**src/l2_fifo.sv**
```systemverilog
// Synchronous FIFO, head entry visible the cycle after its push
// DEPTH must be 2 or more; storage is not cleared by reset
// Push while full is taken only together with a pop
`timescale 1ns/1ps

module l2_fifo #(
    parameter int WIDTH = 32,
    parameter int DEPTH = 4
) (
    input  logic             clk,
    input  logic             rst_n,
    input  logic             push,
    input  logic [WIDTH-1:0] push_data,
    input  logic             pop,
    output logic [WIDTH-1:0] head_data,
    output logic             full,
    output logic             empty
);

    localparam int PTR_W = $clog2(DEPTH);
    localparam int CNT_W = $clog2(DEPTH + 1);

    logic [WIDTH-1:0] storage [DEPTH];
    logic [PTR_W-1:0] wr_ptr;
    logic [PTR_W-1:0] rd_ptr;
    logic [CNT_W-1:0] count;
    logic push_ok;
    logic pop_ok;

    // Pop of an empty queue is dropped
    assign pop_ok = pop & ~empty;
    // Full queue still takes a push when the head leaves in the same cycle
    assign push_ok = push & (~full | pop);

    assign full = (count == CNT_W'(DEPTH));
    assign empty = (count == '0);
    assign head_data = storage[rd_ptr];

    //////////////////////////////
    // Pointers and occupancy
    always_ff @(posedge clk) begin
        if (!rst_n) begin
            wr_ptr <= '0;
            rd_ptr <= '0;
            count <= '0;
        end else begin
            if (push_ok) begin
                wr_ptr <= (wr_ptr == PTR_W'(DEPTH - 1)) ? '0 : wr_ptr + 1'b1;
            end
            if (pop_ok) begin
                rd_ptr <= (rd_ptr == PTR_W'(DEPTH - 1)) ? '0 : rd_ptr + 1'b1;
            end
            count <= count + CNT_W'(push_ok) - CNT_W'(pop_ok);
        end
    end

    // Entry storage
    always_ff @(posedge clk) begin
        if (push_ok) begin
            storage[wr_ptr] <= push_data;
        end
    end

endmodule

```
**config.mk**
```make
export PLATFORM = sky130hd
export DESIGN_NAME = l2_fifo
export DESIGN_NICKNAME = d
export VERILOG_FILES = /design/src/l2_fifo.sv
export SDC_FILE = /design/constraint.sdc
export NUM_CORES = 1
export LEC_CHECK = 0
export ABC_CLOCK_PERIOD_IN_PS = 5650
export BUFFER_PORTS_ARGS = -buffer_cell sky130_fd_sc_hd__buf_4
export CORE_ASPECT_RATIO = 1.4
export CORE_MARGIN = 10
export CORE_UTILIZATION = 61
export CTS_CLUSTER_SIZE = 10
export DETAILED_ROUTE_END_ITERATION = 16
export PLACE_DENSITY_LB_ADDON = 0.3
export SYNTH_ARGS = -nofsm -noshare
export SYNTH_HDL_FRONTEND = slang
export SYNTH_SLANG_ARGS = --single-unit
```
**constraint.sdc**
```tcl
create_clock -name clk -period 5.65 [get_ports clk]
set_clock_uncertainty 0.05 [all_clocks]
set_input_delay 0.8475 -clock clk [delete_from_list [all_inputs] [get_ports clk]]
set_output_delay 0.8475 -clock clk [all_outputs]
set_load 0.03 [all_outputs]
```
==> results of run 1 <==
==> sequential cells by signal, summed over array words and instances (netlist names), named ones only <==
name and cells:
count 3, rd_ptr 2, storage 128, wr_ptr 2
==> synthesized netlist by cell type, drive strengths merged <==
library cell    n
mux4           32
xnor2           1
ha              7
buf             7
o21ai           2
dfxtp           9
xor2            1
nand2           6
a21boi          1
nor3            1
inv             8
edfxtp        128
nand3           2
nor3b           1
clkbuf          1
mux2i           2
o31ai           1
fa              1
nor2            2
and2            7
==> final timing paths <==
kind	to	start
setup / recovery	head_data[24]	register
hold / removal	wr_ptr[1]	wr_ptr[1]
setup reg to reg	count[2]	count[1]
hold reg to reg	wr_ptr[1]	wr_ptr[1]
==> area by class of cell <==
cell class | count | share of cell area (%)
repair buffers | 70 | 8.18
clock inverters | 14 | 4.29
well taps | 102 | 1.99
flip-flops and latches | 137 | 62.7
inverters | 8 | 0.468
clock buffers | 18 | 6.68
multi-input cells | 67 | 15.7
==> logic make-up (layout without fill, tap and decap cells) <==
logic type | Yosys count | count (layout) | synth area share, %
adders and majority gates | 8 | 8 | 2.09
DFF | 137 | 137 | 78.2
muxes | 34 | 34 | 14.5
and+or+nand+nor | 19 | 19 | 1.97
buffers and inverters | 16 | 110 | 2.33
xor gates and xnor gates | 2 | 2 | 0.340
AOI/OAI and AO/OA | 4 | 4 | 0.559
==> placed cells by master (no fill, tap or decap) <==
| master | Yosys | final |
|---|---|---|
| edfxtp_1 | 128 | 128 |
| buf_4 | 0 | 70 |
| mux4_2 | 30 | 30 |
| clkbuf_16 | 0 | 17 |
| inv_1 | 8 | 8 |
| bufinv_16 | 0 | 8 |
| ha_1 | 7 | 7 |
| dfxtp_1 | 9 | 7 |
| nand2_1 | 6 | 6 |
| and2_2 | 0 | 4 |
| and2_1 | 7 | 3 |
| clkinv_2 | 0 | 3 |
| mux4_1 | 2 | 2 |
| nor2_1 | 2 | 2 |
| mux2i_1 | 2 | 2 |
| nand3_1 | 2 | 2 |
| o21ai_0 | 2 | 2 |
| dfxtp_2 | 0 | 2 |
| nor3_1 | 1 | 1 |
| nor3b_2 | 1 | 1 |
| a21boi_2 | 1 | 1 |
| o31ai_1 | 1 | 1 |
| xor2_1 | 1 | 1 |
| xnor2_1 | 1 | 1 |
| fa_1 | 1 | 1 |
| clkinv_1 | 0 | 1 |
| clkinv_4 | 0 | 1 |
| clkinvlp_4 | 0 | 1 |
| clkbuf_1 | 1 | 1 |
==> worst min-delay path: stages, from the launching register on <==
cell and delay, ns:
dfxtp_1 0.34, nand2_1 0.07, mux2i_1 0.05
==> power by group through the flow <==
stage	logic (mW)	clock network, mW	registers (mW)
after global placement	0.694	0	1.28
after global routing	0.740	1.36	1.28
after CTS	0.706	1.31	1.27
after detailed placement	0.699	0	1.29
after floorplan	0.522	0	1.25
final	0.690	1.30	1.27
==> through the flow <==
stage                     hold slack, ns  worst slack [ns]
after floorplan                    0.418              3.06
after global placement             0.435              2.89
after detailed placement           0.461              2.82
after CTS                          0.468              2.47
after global routing               0.534              2.38
final                              0.464              2.55
==> per-layer routing <==
| layer | global-route usage [%] | vias up | part of all wire [%] |
|---|---|---|---|
| li1 | - | 1064 | - |
| met1 | 17.8 | 1225 | 38 |
| met2 | 28.0 | 65 | 56 |
| met3 | 5.36 | 15 | 4.5 |
| met4 | 8.06 | 0 | 2.3 |
| met5 | 0 | - | 0 |
==> flow_metrics.tcl, run 1 <==
set metrics [dict create \
    wl_um 9770 \
    grt_first_pass_wirelength_um 15100 \
    path_cells "buf_4 > mux4_1 > buf_4" \
    ctsResizeCount 0 \
    instances_no_fill 416 \
    die_area_um2 12600 \
    stdcell_area_um2 6420 \
    power_mw 3.26 \
    crit_type "register to output port" \
    clk_latency_ns 0.40 \
    crit_family "buffers and inverters" \
    viasPerCell 5.69 \
    clkPwrFrac_pct 39.8 \
    maxCapViolations 0 \
    synth_nets 264 \
    h-tree-depth 4 \
    worstSetupStartpointType "register" \
    setup_viol 0 \
    arrival_ns 2.20 \
    cp_num_cells 3 \
    cp.buffers_inverters 2 \
    first_pass_iters 4 \
    cts_root_buf "clkbuf_16" \
    clkSinkCount 137 \
    register_area_um2 4030 \
    port_buffers 69 \
    end_kind "output port" \
    syn_area_um2 5150 \
    cpMaxStageDelayCell "mux4_1" \
    hold_viol_final 0 \
    grt_overflow 0 \
    grt_antenna_before_repair 0 \
    placed_cell_area_um2 5720 \
    nFillCells 423 \
    detail_route.wl_per_cell_um 23.5 \
    multi_input_area_um2 1010 \
    p_comb_share_pct 21.2 \
    outcome "completed" \
    cts_hold_buf 0 \
    drc 0 \
    synth_area_per_cell_um2 23.4 \
    synth_area_leaders "edfxtp_1 75%, mux4_2 13%, dfxtp_1 3.5%" \
    max_slew_margin_pct 40.8 \
    crit_top_cell "buf_4" \
    timing.final.crit_share_pct 54.8 \
    grt_pass1_vias 2633 \
    fp.dieH_um 129 \
    layout-drive-gt1-share_pct 43.9 \
    crit_required_ns 4.75 \
    fin_nets 345 \
    power-per-cell-area_nw_per_um2 508 \
    holdPathStages 2 \
    ys_seq_area_share_pct 78.2 \
    synth_seq_cells 137 \
    p_leak_nw 2.27 \
    synth_cells 220 \
    ys_warn_count 0 \
    slowest_delay_ns 0.64 \
    reg2reg_slack_ns 3.07 \
    cts_buffers 17 \
    coreArea_um2 8200 \
    dp_cells 384 \
    rsz0062_at_grt "false" \
    ios 70 \
    fin_crit_ns 3.10 \
    worst_pin_slew_ns 0.888 \
    synth_cell_types 23 \
    start_util_pct 62.8 \
    routed-via-count 2369 \
    p_int_mw 2.42 \
    vdd_drop_max_mv 0.395 \
    first_iter_violations 176 \
    hp-class "register to register" \
    track_usage_pct 16.3 \
    std_cell_rows 39 \
    antenna_cells 0 \
    power_switching_mw 0.837 \
    post-dp-hpwl_um 5800 \
    gp_congestion 0.680 \
    grt_max_degree 33 \
    final_antenna_net_count 0 \
    p_seq_share_pct 39.0 \
    rr_worst_depth 9 \
    drv_slew 0 \
    postCtsSetupBuffers 0 \
    cts_tree "yes" \
    path_max_fanout 27 \
    fp.dieW_um 97.6 \
    syn_to_final_growth_pct 24.8 \
    timing.setup.tns_ns 0 \
    p_sw_share_pct 25.7 \
    utilization_pct 78.3 \
    cts_max_path_buffers 2 \
    fmax_ghz 0.323 \
    synthDominantCellAreaShare_pct 74.7 \
    clkTransAtPathRegs_ns 0.06 \
    synth_largest_area_cell "edfxtp_1" \
]
(Power assumes the default switching activity.)
==> run 2, diff against run 1 <==
Settings changed: ABC_CLOCK_PERIOD_IN_PS 5650 to 2700, CORE_UTILIZATION 61 to 51.
Clock period 5.65 ns to 2.7 ns, I/O delays scaled along.
==> run 2 against run 1 <==
Effect of this change:
- combinational power is 120% higher
- utilization is 13 points lower
- highest routed layer unchanged
- first-iteration DRC count is 61% lower
- critical path depth stayed put
- clock power is 78% higher
- via count is 0.63% higher
- hold slack worse by 0.32 ns
==> flow_metrics.tcl, run 2 (synthesis results as in run 1) <==
set metrics [dict create \
    ios 70 \
    rsz0062_at_grt "false" \
    arrival_ns 1.90 \
    cts_root_buf "clkbuf_16" \
    first_iter_violations 69 \
    power_switching_mw 1.73 \
    multi_input_area_um2 1010 \
    timing.rr.start "count[1]" \
    post-dp-hpwl_um 5820 \
    end_kind "output port" \
    worst_pin_slew_ns 0.497 \
    power-per-cell-area_nw_per_um2 998 \
    hold_path_end "storage[0][30]" \
    hp-class "input port to register" \
    track_usage_pct 13.0 \
    grt_first_pass_wirelength_um 14200 \
    path_max_fanout 20 \
    clkPwrFrac_pct 36.0 \
    first_pass_iters 4 \
    grt_pass1_vias 2651 \
    postCtsSetupBuffers 0 \
    p_int_mw 4.73 \
    fp.dieH_um 139 \
    port_buffers 69 \
    outcome "completed" \
    holdPathStages 1 \
    p_comb_share_pct 23.5 \
    crit_type "register to output port" \
    fin_nets 353 \
    coreArea_um2 9900 \
    largest_reg_flops 128 \
    antenna_cells 0 \
    stdcell_area_um2 6480 \
    timing.setup.tns_ns 0 \
    start_util_pct 52.0 \
    maxCapViolations 0 \
    crit_required_ns 2.25 \
    hold_viol_final 0 \
    grt_antenna_before_repair 0 \
    p_sw_share_pct 26.8 \
    timing.final.crit_share_pct 87.4 \
    p_leak_nw 2.28 \
    timing.rr.end "count[2]" \
    wl_um 9030 \
    std_cell_rows 43 \
    largest-register "storage" \
    grt_overflow 0 \
    final_antenna_net_count 0 \
    fin_crit_ns 2.36 \
    worstSetupStartpointType "register" \
    rr_worst_depth 9 \
    syn_to_final_growth_pct 25.8 \
    drc 0 \
    vdd_drop_max_mv 0.671 \
    clk_latency_ns 0.40 \
    p_seq_share_pct 40.5 \
    clkSinkCount 137 \
    layout-drive-gt1-share_pct 45.0 \
    cts_buffers 17 \
    final_common_cell "edfxtp_1" \
    ctsResizeCount 0 \
    fp.dieW_um 105 \
    register_area_um2 4030 \
    die_area_um2 14600 \
    reg2reg_slack_ns 0.50 \
    placed_cell_area_um2 5870 \
    gp_congestion 0.683 \
    routed-via-count 2384 \
    reg_top3 "storage (128), count (3)" \
    grt_max_degree 33 \
    viasPerCell 5.22 \
    cts_hold_buf 0 \
    h-tree-depth 4 \
    final_cell_mix "128 x edfxtp_1, 74 x buf_4, 30 x mux4_2" \
    drv_slew 0 \
    nFillCells 690 \
    detail_route.wl_per_cell_um 19.8 \
    cts_tree "yes" \
    clkTransAtPathRegs_ns 0.06 \
    cts_max_path_buffers 2 \
    setup_viol 0 \
    min-delay-start "push_data[30]" \
    fmax_ghz 0.424 \
    max_slew_margin_pct 66.9 \
]
[run 2: per-stage QoR]
step | setup WS [ns] | utilization (%) | std cells | power (mW) | hold WS (ns)
floorplan | 0.290 | - | 220 | 3.72 | 0.418
global placement | 0.561 | 59.3 | 425 | 4.18 | 0.440
detailed placement | 0.495 | 59.3 | 425 | 4.21 | 0.443
CTS | 0.290 | 65.4 | 457 | 6.54 | 0.131
global route | 0.196 | 65.4 | 457 | 6.73 | 0.133
finish | 0.341 | 65.4 | 457 | 6.46 | 0.146
[run 2: worst max path at each step]
stage	from	endpoint	slack, ns	depth (start not counted)
5_1_grt	register	head_data[24]	0.20	3
2_1_floorplan	count[2]	count[2]	0.29	10
3_3_place_gp	pop	count[2]	0.56	11
3_5_place_dp	count[1]	count[2]	0.49	9
4_1_cts	register	head_data[24]	0.29	3
6_report	register	head_data[24]	0.34	3
[run 2: critical path, stage by stage (launching register included)]
cell,delay (ns)
dfxtp_2,0.32
buf_4,0.35
mux4_1,0.63
buf_4,0.19
[run 2: cell type report]
| class | instances | area share (%) |
|---|---|---|
| Timing Repair Buffer | 78 | 9.81 |
| Tap cell | 135 | 2.61 |
| Clock inverter | 15 | 2.80 |
| Multi-Input combinational cell | 67 | 15.6 |
| Inverter | 8 | 0.464 |
| Clock buffer | 17 | 6.57 |
| Sequential cell | 137 | 62.2 |
[run 2: layer usage]
layer | up-vias | track usage [%] | part of all wire (%)
met5 | - | 0 | 0
met3 | 10 | 5.40 | 5.0
met2 | 54 | 23.0 | 56
met1 | 1234 | 13.1 | 38
met4 | 0 | 5.14 | 1.2
li1 | 1086 | - | -
[run 2: power by group through the flow]
stage	Sequential (mW)	Clock (mW)	Combinational, mW
global route	2.63	2.47	1.63
floorplan	2.62	0	1.09
CTS	2.62	2.36	1.56
finish	2.62	2.32	1.52
detailed placement	2.66	0	1.55
global placement	2.64	0	1.53
