### config.mk
export PLATFORM = sky130hd
export DESIGN_NAME = l1_arbiter
export DESIGN_NICKNAME = d
export VERILOG_FILES = /design/src/l2_pkg.sv /design/src/priority_encoder.sv /design/src/l1_arbiter.sv
export SDC_FILE = /design/constraint.sdc
export NUM_CORES = 1
export LEC_CHECK = 0
export BUFFER_PORTS_ARGS = -buffer_cell sky130_fd_sc_hd__buf_2
export CAP_MARGIN = 20
export CELL_PAD_IN_SITES_DETAIL_PLACEMENT = 2
export CELL_PAD_IN_SITES_GLOBAL_PLACEMENT = 2
export CORE_MARGIN = 4
export CORE_UTILIZATION = 10
export DETAILED_ROUTE_END_ITERATION = 8
export GPL_TIMING_DRIVEN = 0
export PLACE_DENSITY = 0.95
export SLEW_MARGIN = 15
export SYNTH_ARGS = -nofsm -noshare
export SYNTH_HDL_FRONTEND = slang
export SYNTH_SLANG_ARGS = --single-unit
export TNS_END_PERCENT = 5
### constraint.sdc
create_clock -name vclk -period 1.53
set_clock_uncertainty 0.15 [all_clocks]
set_input_delay 0.3825 -clock vclk [all_inputs]
set_output_delay 0.3825 -clock vclk [all_outputs]
set_load 0.02 [all_outputs]
### src/l2_pkg.sv
// Common widths, ids and entry formats for the L1 to L2 request path
// Data cache must stay at index 0 because the arbiter relies on its priority
// Burst size counts words minus one and is ignored on writes
package l2_pkg;

    //////////////////////////////
    // Requesters
    localparam int L1_CONNECTIONS = 2;
    localparam int L1_DCACHE_ID = 0;
    localparam int L1_ICACHE_ID = 1;
    // Index width out of the encoder
    localparam int L1_SEL_W = (L1_CONNECTIONS == 1) ? 1 : $clog2(L1_CONNECTIONS);
    localparam int L2_SUB_ID_W = 1;

    //////////////////////////////
    // Data path and memory
    localparam int XLEN = 32;
    localparam int BE_W = XLEN / 8;
    localparam int MEM_ADDR_W = 8;
    localparam int MEM_DEPTH = 1 << MEM_ADDR_W;
    localparam int BURST_W = 2;

    // Queue sizes
    localparam int REQ_FIFO_DEPTH = 4;
    localparam int DATA_FIFO_DEPTH = 4;

    // Backend sequencer states
    typedef enum logic [1:0] {
        MEM_IDLE    = 2'd0,
        MEM_LATENCY = 2'd1,
        MEM_BURST   = 2'd2
    } mem_state_t;

    //////////////////////////////
    // Request formats
    typedef struct packed {
        logic [XLEN-1:0] addr;
        logic rnw;
        logic [BURST_W-1:0] size;
        logic [XLEN-1:0] data;
        logic [BE_W-1:0] be;
    } l1_request_t;

    // Word address, byte offset already dropped
    typedef struct packed {
        logic [XLEN-3:0] addr;
        logic rnw;
        logic [BURST_W-1:0] burst_size;
        logic [L2_SUB_ID_W-1:0] sub_id;
    } l2_request_t;

    typedef struct packed {
        logic [XLEN-1:0] data;
        logic [BE_W-1:0] be;
    } l2_wr_data_t;

endpackage

### src/priority_encoder.sv
// Fixed priority, lowest set bit wins
// An all-zero vector gives index 0, so callers must gate on any request
`timescale 1ns/1ps

module priority_encoder
    import l2_pkg::*;
(
    input  logic [L1_CONNECTIONS-1:0] priority_vector,
    output logic [L1_SEL_W-1:0]       encoded_result
);

    // Scan from the top down so the lowest set index is written last
    always_comb begin
        encoded_result = '0;
        for (int i = L1_CONNECTIONS - 1; i >= 0; i--) begin
            if (priority_vector[i]) begin
                encoded_result = L1_SEL_W'(i);
            end
        end
    end

endmodule

### src/l1_arbiter.sv
// Combinational arbiter between the L1 caches and the L2 queues
// Only the data cache may write, and it must hold the top priority
// Return data is always accepted, there is no stall on that side
`timescale 1ns/1ps

module l1_arbiter
    import l2_pkg::*;
(
    input  l1_request_t [L1_CONNECTIONS-1:0] l1_req,
    input  logic [L1_CONNECTIONS-1:0]        request,
    output logic [L1_CONNECTIONS-1:0]        ack,

    input  logic                             req_full,
    input  logic                             data_full,
    output logic                             req_push,
    output l2_request_t                      l2_req,
    output logic                             wr_push,
    output l2_wr_data_t                      wr_data,

    input  logic                             rd_valid,
    input  logic [XLEN-1:0]                  rd_data,
    input  logic [L2_SUB_ID_W-1:0]           rd_sub_id,
    output logic [XLEN-1:0]                  l1_rd_data,
    output logic [L1_CONNECTIONS-1:0]        data_valid
);

    l2_request_t [L1_CONNECTIONS-1:0] l2_requests;
    logic [L1_SEL_W-1:0] arb_sel;
    logic push_ready;

    //////////////////////////////
    // Request mapping
    // Word address, burst length and requester tag per port
    always_comb begin
        for (int i = 0; i < L1_CONNECTIONS; i++) begin
            l2_requests[i].addr = l1_req[i].addr[XLEN-1:2];
            l2_requests[i].rnw = l1_req[i].rnw;
            l2_requests[i].burst_size = l1_req[i].size;
            l2_requests[i].sub_id = L2_SUB_ID_W'(i);
        end
    end

    //////////////////////////////
    // Arbitration
    priority_encoder u_encoder (
        .priority_vector (request),
        .encoded_result  (arb_sel)
    );

    // Both queues need room so they stay in step
    assign push_ready = ~(req_full | data_full);
    assign req_push = push_ready & (|request);
    assign l2_req = l2_requests[arb_sel];

    // Ack pulse to the winner only
    always_comb begin
        ack = '0;
        ack[arb_sel] = req_push;
    end

    // Store word goes out with its request
    // Dcache wins whenever it asks, so its write is the pushed one
    assign wr_push = push_ready & request[L1_DCACHE_ID] & ~l1_req[L1_DCACHE_ID].rnw;
    assign wr_data.data = l1_req[L1_DCACHE_ID].data;
    assign wr_data.be = l1_req[L1_DCACHE_ID].be;

    //////////////////////////////
    // Return routing
    // Shared data bus, valid steered by sub-id
    assign l1_rd_data = rd_data;

    always_comb begin
        for (int i = 0; i < L1_CONNECTIONS; i++) begin
            data_valid[i] = rd_valid && (rd_sub_id == L2_SUB_ID_W'(i));
        end
    end

endmodule

==> results.py, run 1 <==
metrics = {
    "outcome": {
        "status": "finished with violations",
        "violations": "negative setup slack",
    },
    "global_route": {
        "grt_usage_pct": 8.04,
        "grt_max_degree": 8,
        "grt_overflow_total": 0,
        "antenna_found_initial": 0,
        "grt_pass1_vias": 1655,
        "grt_pass1_wl_um": 8620,
    },
    "worst_setup_path": {
        "cp_data_required_time_ps": 1000,
        "cp.arrival_ps": 1350,
        "cp-end-kind": "output pin",
        "slowest_stage": "mux2_4",
        "crit_fanout": 7,
        "critPathMaxStageDelay_ps": 300,
        "crit_chain": "buf_8 -> nand2b_4 -> buf_12 -> buf_16 -> mux2_4 -> buf_6",
        "critPathLaunchType": "primary input",
        "crit_type": "primary input to output pin",
    },
    "timing": {
        "fin_tns_setup_ps": -11750,
        "maxSlewViolCount": 0,
        "min_period_ps": 1880,
        "fin_crit_sh_pct": 123,
        "hold_violations": 0,
        "setup_violations": 37,
        "max_freq_ghz": 0.532,
        "worstMarginPinSlew_ps": 201,
        "rsz0062_at_grt": "true",
        "hold_slack_ps": 833,
        "fin_ws_ps": -348,
        "maxSlewHeadroom_pct": 86.6,
    },
    "synthesis": {
        "ys_types": 13,
        "synth_fp_nets": 295,
        "syn_area_mm2": 0.00113,
        "synth_area_per_cell_um2": 9.79,
        "yosysTopAreaCell": "buf_4",
        "synth_seq_area_share_pct": 0,
        "yosysWarnings": 0,
        "yosysTopAreaCellShare_pct": 46.0,
        "synth_area_leaders": "buf_4 (46%), mux2_4 (37%), buf_12 (5.3%)",
        "synthCells": 115,
    },
    "flow_run": {
        "cap_violations": 0,
    },
    "finish": {
        "drive_above_1_share_pct": 99.3,
        "nNetsFinal": 484,
        "final_common_cell": "buf_2",
        "antennaDiodeCount": 0,
        "seq_cells": 0,
        "area_growth_pct": 135,
        "multiInputGateArea_um2": 602,
        "clock_buffer_count": 0,
        "final_cell_mix": "buf_2 (141), buf_4 (72), buf_6 (38)",
        "nFillCells": 1269,
        "regArea_um2": 0,
    },
    "worst_hold_path": {
        "hold_path.class": "primary input to output pin",
    },
    "detailed_routing": {
        "drc": 0,
        "avgRoutedWirePerCell_um": 13.9,
        "via_count": 1487,
        "vias_per_cell": 3.36,
        "routed_wl_um": 6160,
        "drt-pass1-iter-count": 2,
        "drtAntennaViolNets": 0,
        "drt-initial-drc-count": 10,
    },
    "placement": {
        "gp_congestion": 0.674,
        "dp_hpwl_um": 5420,
        "portBuffers": 180,
    },
    "power": {
        "total_leakage_power_nw": 1.56,
        "peakVddDrop_v": 0.0000843,
        "power_density_mw_per_mm2": 364,
    },
    "floorplanning": {
        "die_w_um": 114,
        "initial_core_util_pct": 10.3,
        "num_rows": 38,
        "core_mm2": 0.0109,
        "die_area_mm2": 0.0130,
        "die_h_um": 114,
        "io_pins": 288,
    },
    "clocking": {
        "cts_hold_buf": 0,
    },
}
-- through the flow --
step	instances	setup slack, ps	power, mW	util (%)	area, µm²
after detailed placement	435	-435	0.807	20.2	2210
after CTS	441	-358	0.959	23.6	2580
after floorplan	115	-114	0.527	-	1140
after global placement	435	-419	0.782	20.2	2210
final	442	-348	0.963	24.2	2650
after global routing	442	-376	1.02	24.2	2650
-- final cells by class --
cell class	count	share of cell area, %
repair buffers	187	47.8
multi-input cells	41	22.7
plain buffers	73	22.7
well taps	140	6.62
inverters	1	0.142
-- power breakdown --
part | leakage [nW] | total, mW | switching, mW | internal, mW
clock network | 0 | 0 | 0 | 0
logic | 1.56 | 0.963 | 0.427 | 0.536
registers | 0 | 0 | 0 | 0
-- repair_timing --
action,4_1_cts,5_1_grt
cloned,3,0
gates resized for setup,85,13
setup buffers,3,1
setup endpoints to repair,35,36
pin swaps,0,0
-- cells by family after synthesis --
group	Yosys count	synth area share, %
buffers and inverters	74	52.7
muxes	33	42.3
and+or+nand+nor	8	5.00
-- worst paths after layout --
path,start,endpoint,cells after the start
worst max-delay path,request[0],l2_req[2],6
worst min-delay path,l1_req[5],wr_data[5],2
-- critical path, delay by kind of cell --
kind / cells / cell delay [ps]
multiplexers: 1 / 300
buffers and inverters: 4 / 520
AND/OR/NAND/NOR: 1 / 130
-- synthesized netlist by cell type --
cell and instances:
nor4b_1 1, nor3b_1 1, buf_6 1, and2_1 1, buf_12 3, mux2_4 28, nor2_1 1, nand2b_4 1
mux2_2 5, nor3_1 2, buf_4 69, inv_1 1, nor2b_1 1
-- per-layer routing --
metal	vias up	routed length (µm)	global-route usage, %
li1	684	-	-
met1	689	1530	7.05
met2	110	3840	18.2
met3	4	748	2.01
met4	0	43	0.475
met5	-	0	0
Power figures use the tool's default switching activity.
==> inputs of run 2 (changes only) <==
- REMOVE_ABC_BUFFERS: unset -> 1
==> run 2 against run 1 <==
- non-clock buffer count fell by 140
- largest power group unchanged
- cell count down 31%
- count of clock-buffer cells in the layout is the same
- die area is the same
- the run still ends with negative setup slack left
- maximum frequency increased by 3.6%
- power is 41% lower
- sequential share of layout area unchanged
- critical path depth down 1
- via count shrank 29%
- combinational power shrank 41%
==> results.py, run 2 (synthesis gave the netlist of run 1 again) <==
metrics = {
    "worst_setup_path": {
        "cp_data_required_time_ps": 1000,
        "cp.arrival_ps": 1280,
        "cp-end-kind": "output pin",
        "crit_fanout": 7,
        "crit_type": "primary input to output pin",
        "critPathLaunchType": "primary input",
    },
    "finish": {
        "layout.cells.non_filler": 303,
        "fin_area_mm2": 0.00163,
        "drive_above_1_share_pct": 96.3,
        "nNetsFinal": 345,
        "area_growth_pct": 44.4,
        "final_cell_mix": "buf_2 (80), mux2_4 (30), buf_6 (28)",
        "clock_buffer_count": 0,
        "regArea_um2": 0,
        "antennaDiodeCount": 0,
        "final_common_cell": "buf_2",
        "seq_cells": 0,
        "nFillCells": 1267,
    },
    "floorplanning": {
        "io_pins": 288,
        "num_rows": 38,
        "die_area_mm2": 0.0130,
        "die_h_um": 114,
        "initial_core_util_pct": 10.3,
        "core_mm2": 0.0109,
        "die_w_um": 114,
    },
    "worst_hold_path": {
        "hold_path.class": "primary input to output pin",
        "holdPathStages": 0,
        "hold_start": "rd_data[10]",
        "min_to": "l1_rd_data[10]",
    },
    "flow_run": {
        "cap_violations": 0,
    },
    "timing": {
        "maxSlewViolCount": 0,
        "maxSlewHeadroom_pct": 88.2,
        "hold_violations": 0,
        "fin_ws_ps": -283,
        "hold_slack_ps": 615,
        "min_period_ps": 1810,
        "max_freq_ghz": 0.552,
        "rsz0062_at_grt": "true",
        "worstMarginPinSlew_ps": 176,
        "fin_crit_sh_pct": 118,
        "setup_violations": 35,
    },
    "detailed_routing": {
        "drt-pass1-iter-count": 2,
        "avgRoutedWirePerCell_um": 46.9,
        "drt-initial-drc-count": 16,
        "routed_wl_um": 14200,
        "via_count": 1062,
        "drtAntennaViolNets": 0,
        "vias_per_cell": 3.50,
        "drc": 0,
    },
    "placement": {
        "portBuffers": 112,
        "gp_congestion": 0.778,
        "dp_hpwl_um": 13200,
        "place_area_mm2": 0.00127,
        "dp.cells": 294,
        "dp_slack_ps": -654,
    },
    "global_route": {
        "grt_pass1_vias": 1213,
        "grt_pass1_wl_um": 16200,
        "grt_usage_pct": 20.4,
        "grt_overflow_total": 0,
        "grt_max_degree": 8,
        "antenna_found_initial": 0,
    },
    "power": {
        "total_leakage_power_nw": 0.896,
        "peakVddDrop_v": 0.000110,
        "power_density_mw_per_mm2": 351,
    },
    "outcome": {
        "violations": "negative setup slack",
        "status": "finished with violations",
    },
}
==> run 2: cell types whose count changed in the layout (fill, tap and decap cells not counted), sizes merged <==
cell / previous run / this run
nand2b: 1 / 2
buf: 260 / 120
==> run 2: timing repair <==
item                                    in CTS  in global routing
endpoints found under the setup margin      35                 36
hold buffers                                 0                  0
cloned                                       1                  0
resized for setup                           48                 20
buffers inserted                             8                  0
==> run 2: worst max path at each step <==
stage                     from          to  slack [ps]
finish              request[0]  l2_req[26]        -280
global route        request[0]   l2_req[4]        -300
global placement    request[0]  l2_req[27]        -600
CTS                 request[0]  l2_req[26]        -280
floorplan           request[0]      ack[1]        -310
detailed placement  request[0]  l2_req[32]        -650
==> run 2: final cells by class <==
class | count | area (µm²) | share of cell area [%]
Tap cell | 140 | 175 | 10.8
Multi-Input combinational cell | 42 | 572 | 35.2
Timing Repair Buffer | 120 | 876 | 53.8
Inverter | 1 | 3.75 | 0.231
==> run 2: power by group <==
group	total (mW)	internal (mW)	switching, mW
sequential	0	0	0
combinational	0.570	0.322	0.248
clock	0	0	0
==> run 2: per-stage QoR <==
stage / setup TNS (ps) / power, mW / util (%)
3_5_place_dp: -20640 / 0.439 / 11.6
4_1_cts: -8760 / 0.548 / 14.2
5_1_grt: -9300 / 0.601 / 14.9
2_1_floorplan: -7240 / 0.244 / -
6_report: -8600 / 0.570 / 14.9
3_3_place_gp: -19150 / 0.425 / 11.6
==> run 2: worst max-delay path, cell delays in order <==
cell and delay, ps:
buf_8 100, nand2b_4 180, buf_12 160, mux2_4 310, buf_6 140
==> run 2: per-layer routing <==
layer	wire length [µm]	vias up	global-route usage [%]	share of wire, %
met1	1440	415	5.68	10
met2	7780	236	40.9	55
met4	133	0	1.43	0.94
met5	0	-	0	0
li1	-	407	-	-
met3	4850	4	32.7	34
